--- config.mk ---
export PLATFORM = sky130hd
export DESIGN_NAME = pcie_rx_data_handler
export DESIGN_NICKNAME = d
export VERILOG_FILES = /design/src/hw/rx_stream_pkg.sv /design/src/hw/pcie_symbol_pkg.sv /design/src/hw/rx_axis_if.sv /design/src/hw/pcie_rx_data_handler.sv /design/src/hw/axis_skid_buffer.sv /design/src/hw/rx_framer.sv /design/src/hw/frame_symbol_scan.sv
export SDC_FILE = /design/constraint.sdc
export NUM_CORES = 1
export LEC_CHECK = 0
export BUFFER_PORTS_ARGS = -buffer_cell sky130_fd_sc_hd__buf_4
export CORE_ASPECT_RATIO = 1.5
export CORE_MARGIN = 4
export CORE_UTILIZATION = 40
export CTS_BUF_LIST = sky130_fd_sc_hd__clkbuf_16
export DETAILED_ROUTE_END_ITERATION = 6
export PLACE_DENSITY = 0.63
export SLEW_MARGIN = 20
export SYNTH_ARGS = -nofsm -noshare
export SYNTH_HDL_FRONTEND = slang
export SYNTH_SLANG_ARGS = --single-unit
export TNS_END_PERCENT = 30
--- constraint.sdc ---
create_clock -name clk_i -period 14.8 [get_ports clk_i]
set_input_delay 2.22 -clock clk_i [delete_from_list [all_inputs] [get_ports clk_i]]
set_output_delay 2.22 -clock clk_i [all_outputs]
set_load 0.01 [all_outputs]
--- src/hw/rx_stream_pkg.sv ---
`default_nettype none

package rx_stream_pkg;

  // packet kind, carried on tuser
  typedef enum logic {
    PKT_DLLP = 1'b0,
    PKT_TLP  = 1'b1
  } pkt_kind_e;

  // framer states
  typedef enum logic [1:0] {
    // looking for stp or sdp
    ST_HUNT,
    // collecting payload up to end or edb
    ST_PACKET,
    // flushing leftover bytes as beats
    ST_DRAIN
  } framer_state_e;

  // accumulator depth in bytes
  localparam int ACC_BYTES = 7;

endpackage

`default_nettype wire

--- src/hw/pcie_symbol_pkg.sv ---
`default_nettype none

package pcie_symbol_pkg;

  // one phy fifo word carries four 8b/10b symbols
  localparam int SYMBOL_BYTES = 4;

  // a single decoded symbol
  typedef logic [7:0] sym_byte_t;

  // byte position inside a symbol word
  typedef logic [1:0] byte_idx_t;

  // framing control characters
  // only valid when the matching k flag is set
  typedef enum logic [7:0] {
    // K28.2 start of dllp
    K_SDP = 8'h5C,
    // K27.7 start of tlp
    K_STP = 8'hFB,
    // K29.7 good end
    K_END = 8'hFD,
    // K30.7 nullified end
    K_EDB = 8'hFE
  } sym_k_e;

endpackage

`default_nettype wire
--- src/hw/rx_axis_if.sv ---
`default_nettype none
`timescale 1ns/1ps

interface rx_axis_if #(
  parameter int DATA_WIDTH = 32
) ();
  import rx_stream_pkg::*;

  localparam int KEEP_WIDTH = DATA_WIDTH / 8;

  // beat payload
  logic [DATA_WIDTH-1:0] tdata;
  logic [KEEP_WIDTH-1:0] tkeep;
  logic                  tlast;
  // tlp or dllp
  pkt_kind_e             tuser;
  // handshake
  logic                  tvalid;
  logic                  tready;

  // framer side
  modport source(output tdata, tkeep, tlast, tuser, tvalid, input tready);
  // buffer side
  modport sink(input tdata, tkeep, tlast, tuser, tvalid, output tready);

endinterface

`default_nettype wire

--- src/hw/pcie_rx_data_handler.sv ---
`default_nettype none
`timescale 1ns/1ps

module pcie_rx_data_handler #(
  parameter int  DATA_WIDTH = 32,
  localparam int KEEP_WIDTH = DATA_WIDTH / 8
) (
  input  logic                                       clk_i,
  input  logic                                       rst_i,
  // phy fifo side, first word fall through
  input  logic                                       phy_link_up_i,
  input  logic [8*pcie_symbol_pkg::SYMBOL_BYTES-1:0] data_i,
  input  logic [pcie_symbol_pkg::SYMBOL_BYTES-1:0]   data_k_i,
  input  logic                                       data_valid_i,
  output logic                                       phy_fifo_rd_en_o,
  // packet stream out, tuser high for tlp
  output logic [DATA_WIDTH-1:0]                      m_axis_tdata_o,
  output logic [KEEP_WIDTH-1:0]                      m_axis_tkeep_o,
  output logic                                       m_axis_tvalid_o,
  output logic                                       m_axis_tlast_o,
  output logic                                       m_axis_tuser_o,
  input  logic                                       m_axis_tready_i
);

  // framer to buffer stream
  rx_axis_if #(.DATA_WIDTH(DATA_WIDTH)) axis_int ();

  rx_framer #(.DATA_WIDTH(DATA_WIDTH)) u_rx_framer (
    .clk_i           (clk_i),
    .rst_i           (rst_i),
    .phy_link_up_i   (phy_link_up_i),
    .data_i          (data_i),
    .data_k_i        (data_k_i),
    .data_valid_i    (data_valid_i),
    .phy_fifo_rd_en_o(phy_fifo_rd_en_o),
    .axis            (axis_int.source)
  );

  // output stage, breaks the ready path
  axis_skid_buffer #(.DATA_WIDTH(DATA_WIDTH)) u_axis_skid_buffer (
    .clk_i     (clk_i),
    .rst_i     (rst_i),
    .m_tready_i(m_axis_tready_i),
    .s         (axis_int.sink),
    .m_tdata_o (m_axis_tdata_o),
    .m_tkeep_o (m_axis_tkeep_o),
    .m_tvalid_o(m_axis_tvalid_o),
    .m_tlast_o (m_axis_tlast_o),
    .m_tuser_o (m_axis_tuser_o)
  );

endmodule

`default_nettype wire

--- src/hw/axis_skid_buffer.sv ---
`default_nettype none
`timescale 1ns/1ps

module axis_skid_buffer #(
  parameter int  DATA_WIDTH = 32,
  localparam int KEEP_WIDTH = DATA_WIDTH / 8
) (
  input  logic                     clk_i,
  input  logic                     rst_i,
  input  logic                     m_tready_i,
  rx_axis_if.sink                  s,
  output logic [DATA_WIDTH-1:0]    m_tdata_o,
  output logic [KEEP_WIDTH-1:0]    m_tkeep_o,
  output logic                     m_tvalid_o,
  output logic                     m_tlast_o,
  output rx_stream_pkg::pkt_kind_e m_tuser_o
);
  import rx_stream_pkg::*;

  // second entry, only used while the output stalls
  logic                  skid_valid_q;
  logic [DATA_WIDTH-1:0] skid_data_q;
  logic [KEEP_WIDTH-1:0] skid_keep_q;
  logic                  skid_last_q;
  pkt_kind_e             skid_user_q;

  logic load_out;
  logic load_skid;

  // ready comes straight from a flop
  assign s.tready = !skid_valid_q;

  // output register free or emptying this cycle
  assign load_out  = m_tready_i || !m_tvalid_o;
  // input accepted while output is stuck
  assign load_skid = !load_out && s.tvalid && s.tready;

  always_ff @(posedge clk_i) begin
    if (rst_i) begin
      m_tvalid_o   <= 1'b0;
      skid_valid_q <= 1'b0;
    end else if (load_out) begin
      // skid entry goes first to keep order
      m_tvalid_o   <= skid_valid_q || s.tvalid;
      skid_valid_q <= 1'b0;
    end else if (load_skid) begin
      skid_valid_q <= 1'b1;
    end
  end

  always_ff @(posedge clk_i) begin
    if (load_out && skid_valid_q) begin
      m_tdata_o <= skid_data_q;
      m_tkeep_o <= skid_keep_q;
      m_tlast_o <= skid_last_q;
      m_tuser_o <= skid_user_q;
    end else if (load_out) begin
      m_tdata_o <= s.tdata;
      m_tkeep_o <= s.tkeep;
      m_tlast_o <= s.tlast;
      m_tuser_o <= s.tuser;
    end
    if (load_skid) begin
      skid_data_q <= s.tdata;
      skid_keep_q <= s.tkeep;
      skid_last_q <= s.tlast;
      skid_user_q <= s.tuser;
    end
  end

  // a stalled beat stays put until taken
  a_out_hold: assert property (@(posedge clk_i) disable iff (rst_i)
    (m_tvalid_o && !m_tready_i) |=> (m_tvalid_o && $stable(m_tdata_o) &&
      $stable(m_tkeep_o) && $stable(m_tlast_o) && $stable(m_tuser_o)));

endmodule

`default_nettype wire

--- src/hw/rx_framer.sv ---
`default_nettype none
`timescale 1ns/1ps

module rx_framer #(
  parameter int  DATA_WIDTH = 32,
  localparam int KEEP_WIDTH = DATA_WIDTH / 8
) (
  input  logic                                       clk_i,
  input  logic                                       rst_i,
  input  logic                                       phy_link_up_i,
  input  logic [8*pcie_symbol_pkg::SYMBOL_BYTES-1:0] data_i,
  input  logic [pcie_symbol_pkg::SYMBOL_BYTES-1:0]   data_k_i,
  input  logic                                       data_valid_i,
  output logic                                       phy_fifo_rd_en_o,
  rx_axis_if.source                                  axis
);
  import pcie_symbol_pkg::*;
  import rx_stream_pkg::*;

  // one spare bit so an overfill would be visible
  localparam int CNT_W = $clog2(ACC_BYTES) + 1;

  framer_state_e  state_q, state_d;
  byte_idx_t      offset_q, offset_d;
  pkt_kind_e      kind_q, kind_d;
  sym_byte_t      acc_q [ACC_BYTES];
  sym_byte_t      acc_d [ACC_BYTES];
  logic [CNT_W-1:0] cnt_q, cnt_d;
  // bytes appended this cycle and where they land
  logic [CNT_W-1:0] n_app;
  logic [CNT_W-1:0] base;
  logic             start_found, end_found, end_here;
  byte_idx_t        start_pos, end_pos;
  pkt_kind_e        start_kind;
  logic             word_ok, act, pop, beat_fire;
  logic [8*SYMBOL_BYTES-1:0] word_sh;

  frame_symbol_scan u_scan (
    .word_i       (data_i),
    .k_i          (data_k_i),
    .from_i       (offset_q),
    .start_found_o(start_found),
    .start_pos_o  (start_pos),
    .start_kind_o (start_kind),
    .end_found_o  (end_found),
    .end_pos_o    (end_pos)
  );

  assign word_ok   = phy_link_up_i && data_valid_i;
  // end symbol sits right at the offset, nothing left to append
  assign end_here  = end_found && (end_pos == offset_q);
  assign beat_fire = axis.tvalid && axis.tready;
  // unread bytes moved down to lane 0
  assign word_sh   = data_i >> (8 * offset_q);

  // with exactly one beat held, offer it only if more payload is known
  // to follow, so the final beat can still carry tlast
  always_comb begin : beat_offer
    case (state_q)
      ST_PACKET: axis.tvalid = (cnt_q > KEEP_WIDTH) ||
                               ((cnt_q == KEEP_WIDTH) && data_valid_i && !end_here);
      ST_DRAIN:  axis.tvalid = (cnt_q != '0);
      default:   axis.tvalid = 1'b0;
    endcase
  end

  assign axis.tlast = (state_q == ST_DRAIN) && (cnt_q <= KEEP_WIDTH);
  assign axis.tuser = kind_q;

  // oldest byte on lane 0, keep bits contiguous from the bottom
  always_comb begin : beat_payload
    for (int i = 0; i < KEEP_WIDTH; i++) begin
      axis.tdata[8*i +: 8] = acc_q[i];
      axis.tkeep[i]        = (i < cnt_q);
    end
  end

  always_comb begin : next_state
    state_d  = state_q;
    offset_d = offset_q;
    kind_d   = kind_q;
    acc_d    = acc_q;
    cnt_d    = cnt_q;
    base     = cnt_q;
    n_app    = '0;
    act      = 1'b0;
    pop      = 1'b0;

    // a leaving beat shifts the accumulator down
    if (beat_fire) begin
      for (int i = 0; i < ACC_BYTES - KEEP_WIDTH; i++) begin
        acc_d[i] = acc_q[i + KEEP_WIDTH];
      end
      base  = (cnt_q > KEEP_WIDTH) ? cnt_q - CNT_W'(KEEP_WIDTH) : '0;
      cnt_d = base;
    end

    case (state_q)
      ST_HUNT: begin
        act = word_ok;
        if (act && start_found) begin
          kind_d   = start_kind;
          offset_d = byte_idx_t'(start_pos + 2'd1);
          pop      = (start_pos == byte_idx_t'(SYMBOL_BYTES - 1));
          state_d  = ST_PACKET;
        end else if (act) begin
          // nothing here, drop the rest of the word
          offset_d = '0;
          pop      = 1'b1;
        end
      end
      ST_PACKET: begin
        n_app = end_found ? CNT_W'(end_pos) - CNT_W'(offset_q)
                          : CNT_W'(SYMBOL_BYTES) - CNT_W'(offset_q);
        // room check, a zero byte append always fits
        act = word_ok && ((cnt_q < KEEP_WIDTH) || beat_fire || end_here);
        if (act) begin
          for (int k = 0; k < ACC_BYTES; k++) begin
            for (int j = 0; j < SYMBOL_BYTES; j++) begin
              if ((j < n_app) && (k == base + j)) begin
                acc_d[k] = word_sh[8*j +: 8];
              end
            end
          end
          cnt_d = base + n_app;
          if (end_found) begin
            // keep the word, a new start may follow the end
            offset_d = byte_idx_t'(end_pos + 2'd1);
            pop      = (end_pos == byte_idx_t'(SYMBOL_BYTES - 1));
            state_d  = ST_DRAIN;
          end else begin
            offset_d = '0;
            pop      = 1'b1;
          end
        end
      end
      ST_DRAIN: begin
        // fifo idle here, rescan from saved offset afterwards
        if ((cnt_q == '0) || (beat_fire && axis.tlast)) begin
          state_d = ST_HUNT;
        end
      end
      default: state_d = ST_HUNT;
    endcase
  end

  assign phy_fifo_rd_en_o = act && pop;

  always_ff @(posedge clk_i) begin
    if (rst_i) begin
      state_q  <= ST_HUNT;
      offset_q <= '0;
      cnt_q    <= '0;
    end else begin
      state_q  <= state_d;
      offset_q <= offset_d;
      cnt_q    <= cnt_d;
    end
  end

  always_ff @(posedge clk_i) begin
    kind_q <= kind_d;
    acc_q  <= acc_d;
  end

  a_acc_bound: assert property (@(posedge clk_i) disable iff (rst_i)
    cnt_q <= ACC_BYTES);

  a_rd_legal: assert property (@(posedge clk_i) disable iff (rst_i)
    phy_fifo_rd_en_o |-> (data_valid_i && phy_link_up_i));

endmodule

`default_nettype wire

--- src/hw/frame_symbol_scan.sv ---
`default_nettype none
`timescale 1ns/1ps

module frame_symbol_scan (
  input  logic [8*pcie_symbol_pkg::SYMBOL_BYTES-1:0] word_i,
  input  logic [pcie_symbol_pkg::SYMBOL_BYTES-1:0]   k_i,
  input  pcie_symbol_pkg::byte_idx_t                 from_i,
  output logic                                       start_found_o,
  output pcie_symbol_pkg::byte_idx_t                 start_pos_o,
  output rx_stream_pkg::pkt_kind_e                   start_kind_o,
  output logic                                       end_found_o,
  output pcie_symbol_pkg::byte_idx_t                 end_pos_o
);
  import pcie_symbol_pkg::*;
  import rx_stream_pkg::*;

  always_comb begin : scan
    sym_byte_t sym;

    start_found_o = 1'b0;
    start_pos_o   = '0;
    start_kind_o  = PKT_DLLP;
    end_found_o   = 1'b0;
    end_pos_o     = '0;

    // walk high to low so the lowest hit wins
    for (int i = SYMBOL_BYTES - 1; i >= 0; i--) begin
      sym = word_i[8*i +: 8];
      // bytes below the offset were already consumed
      if (k_i[i] && (i >= from_i)) begin
        // start symbols
        if ((sym == K_STP) || (sym == K_SDP)) begin
          start_found_o = 1'b1;
          start_pos_o   = byte_idx_t'(i);
          start_kind_o  = (sym == K_STP) ? PKT_TLP : PKT_DLLP;
        end
        // edb closes a packet just like end
        if ((sym == K_END) || (sym == K_EDB)) begin
          end_found_o = 1'b1;
          end_pos_o   = byte_idx_t'(i);
        end
      end
    end
  end

endmodule

`default_nettype wire

==> impl_metrics.py <==
metrics = {
    "status": {
        "outcome": "complete, but fails checks",
        "violations": "DRC",
    },
    "cts": {
        "cts_buffers": 17,
        "cts_tree": "built",
        "clkSlewWorstSetupHoldPaths_ps": 60,
        "cts_sinks": 143,
        "clkLatencyLatePin_ps": 450,
        "cts_resized": 0,
        "clockBufferDepth": 2,
        "cts_root_buf": "clkbuf_16",
        "htree_levels": 4,
        "post-cts-setup-buffers": 0,
        "hold_buffers": 0,
    },
    "drt": {
        "post_drt_via_cell_ratio": 6.23,
        "vias": 7736,
        "finalWirelength_um": 29600,
        "wl_per_cell_um": 23.9,
        "antenna_left": 0,
        "drt-initial-drc-count": 656,
        "drc_errors": 2,
        "dr.pass1.iters": 7,
    },
    "cells_and_area": {
        "syn2layout_area_growth_pct": 14.6,
        "design_area_um2": 10600,
        "drive_gt1_frac": 0.210,
        "antenna_cells": 0,
        "mostFrequentLayoutCells": "nand2_1, edfxtp_1, buf_4",
        "stdcell_count": 1241,
        "final_nets": 1011,
    },
    "synthesis": {
        "async_flop_share": 0,
        "netlist.area_leader.share": 0.353,
        "ys_ff_latch": 143,
        "synth_edf_count": 109,
        "yosysSeqAreaShare": 0.427,
        "yosys_warnings": 0,
        "avgSynthCellArea_um2": 10.4,
        "yosys_most_used_dff": "edfxtp_1",
        "synthesis.instances": 895,
        "syn_area_um2": 9260,
        "yosys-top-cells-area": "edfxtp_1, mux2i_1, dfxtp_1",
        "synth.distinct_cells": 88,
        "synth_top_area_cell": "edfxtp_1",
        "syn_nets": 954,
    },
    "power": {
        "p_int_mw": 0.734,
        "switching_share": 0.274,
        "p_leak_nw": 4.14,
        "ir_worst_vdd_v": 0.0000818,
        "powerDensity_nw_per_um2": 95.2,
        "pwr-share-comb": 0.147,
        "power.share.clock": 0.417,
        "p_sw_mw": 0.277,
        "seqPwrFrac": 0.437,
    },
    "min_path": {
        "hold_path_class": "flip-flop to flip-flop",
        "hp-start": "u_rx_framer.axis.tdata[28]$_DFFE_PP_",
    },
    "die": {
        "die-area_um2": 25700,
        "die_h_um": 194,
        "core_um2": 22600,
        "initial_core_util": 0.411,
        "fp.dieW_um": 132,
        "boundaryPins": 81,
        "rows": 67,
    },
    "global_route": {
        "grt_max_degree": 42,
        "grt_first_pass_wirelength_um": 46300,
        "first_global_vias": 7761,
        "track_usage": 0.232,
        "overflow": 0,
        "antenna_found_initial": 0,
    },
    "place": {
        "port_buffers": 80,
        "place_hpwl_um": 21700,
        "dp_cells": 1208,
        "routabilityCongestion": 1.03,
        "placed_area_um2": 10000,
    },
    "worst_setup_path": {
        "required_ps": 12580,
        "arrival_ps": 5370,
        "end_kind": "primary output",
        "startpoint_type": "input pin",
        "crit_path_start": "data_i[14]",
        "r2r-start": "u_rx_framer.offset_q[0]$_SDFFE_PP0P_",
        "crit_fanout": 24,
        "crit_type": "input pin to primary output",
    },
    "timing": {
        "fmax_ghz": 0.132,
        "setup_viol": 0,
        "fin_crit_sh": 0.513,
        "max-slew-margin-rel": 0.207,
        "finClkSkew_ps": 17.7,
        "fin_crit_ps": 7590,
        "rsz0062_at_grt": "false",
        "final.setup.tns_ps": 0,
        "worst_pin_slew_ps": 1190,
        "hold_viol_final": 0,
        "final_max_slew_viol_count": 0,
    },
    "job": {
        "drv_cap": 0,
    },
}
==> cell usage after synthesis, types with 12 or more instances <==
master	n
edfxtp_1	109
nand2_1	109
mux2i_1	73
nor2_1	64
mux2_2	45
a21oi_1	35
dfxtp_1	34
a221oi_1	30
o221ai_1	28
clkbuf_1	21
inv_1	21
nor3_1	19
ha_1	16
and2_1	14
buf_2	14
a22oi_1	13
nor2b_1	13
o21ai_1	12
==> layout make-up <==
type | count | area [µm²]
flip-flops and latches | 143 | 3950
well taps | 276 | 345
multi-input cells | 677 | 4970
repair buffers | 89 | 681
clock buffers | 17 | 425
fillers | 2161 | 11900
inverters | 24 | 90.1
clock inverters | 15 | 146
==> flip-flops by register name, summed over array words and instances (netlist names) <==
register / flops
u_axis_skid_buffer.m_tdata_o: 32
u_axis_skid_buffer.skid_data_q: 32
u_rx_framer.axis.tdata: 32
u_rx_framer.acc_q: 24
u_axis_skid_buffer.m_tkeep_o: 4
u_axis_skid_buffer.skid_keep_q: 4
u_rx_framer.cnt_q: 4
u_rx_framer.offset_q: 2
u_rx_framer.state_q: 2
u_axis_skid_buffer.m_tlast_o: 1
u_axis_skid_buffer.m_tuser_o: 1
u_axis_skid_buffer.m_tvalid_o: 1
u_axis_skid_buffer.skid_last_q: 1
u_axis_skid_buffer.skid_user_q: 1
u_axis_skid_buffer.skid_valid_q: 1
u_rx_framer.axis.tuser: 1
==> logic make-up (layout without fill, tap and decap cells) <==
logic type / after synthesis / after routing / share of synthesized area
multiplexers: 121 / 121 / 0.139
flip-flops: 143 / 143 / 0.427
AO/OA/AOI/OAI: 222 / 222 / 0.187
AND/OR/NAND/NOR: 306 / 306 / 0.172
adder cells (fa/ha/maj): 18 / 18 / 0.0259
XOR/XNOR: 10 / 10 / 0.0111
buffers and inverters: 75 / 145 / 0.0390
==> worst max-delay path, cell delays in order <==
cell	delay (ps)
buf_4	80
nand4_1	250
a2111oi_4	530
or4_1	710
nand3_1	150
a31oi_1	300
nand2_1	610
o22ai_1	330
buf_4	170
==> layer usage <==
layer / wire (µm) / global-route usage / vias to the layer above
li1: - / - / 3541
met1: 11100 / 0.268 / 3710
met2: 15000 / 0.399 / 381
met3: 1940 / 0.0445 / 104
met4: 1540 / 0.134 / 0
met5: 0 / 0 / -
==> stage by stage <==
stage                     worst slack, ps  power, mW  utilization  hold slack [ps]
after floorplan                      8110      0.534            -              420
after global placement               7270      0.593        0.444              441
after detailed placement             7270      0.593        0.444              441
after CTS                            7250       1.01        0.469              460
after global routing                 6990       1.04        0.471              471
final                                7210       1.01        0.471              452
==> power groups by stage <==
stage	clock network, mW	logic, mW	registers [mW]
floorplan	0	0.0832	0.451
global placement	0	0.143	0.450
detailed placement	0	0.143	0.450
CTS	0.428	0.143	0.442
global route	0.445	0.157	0.442
finish	0.421	0.148	0.441
==> final timing paths <==
check	endpoint	cells past startpoint	slack, ps
setup / recovery	phy_fifo_rd_en_o	9	7210
hold / removal	u_axis_skid_buffer.skid_data_q[28]$_DFFE_PP_	0	450
setup reg to reg	u_rx_framer.axis.tdata[24]$_DFFE_PP_	19	8690
hold reg to reg	u_axis_skid_buffer.skid_data_q[28]$_DFFE_PP_	0	450
(Power assumes the default switching activity.)
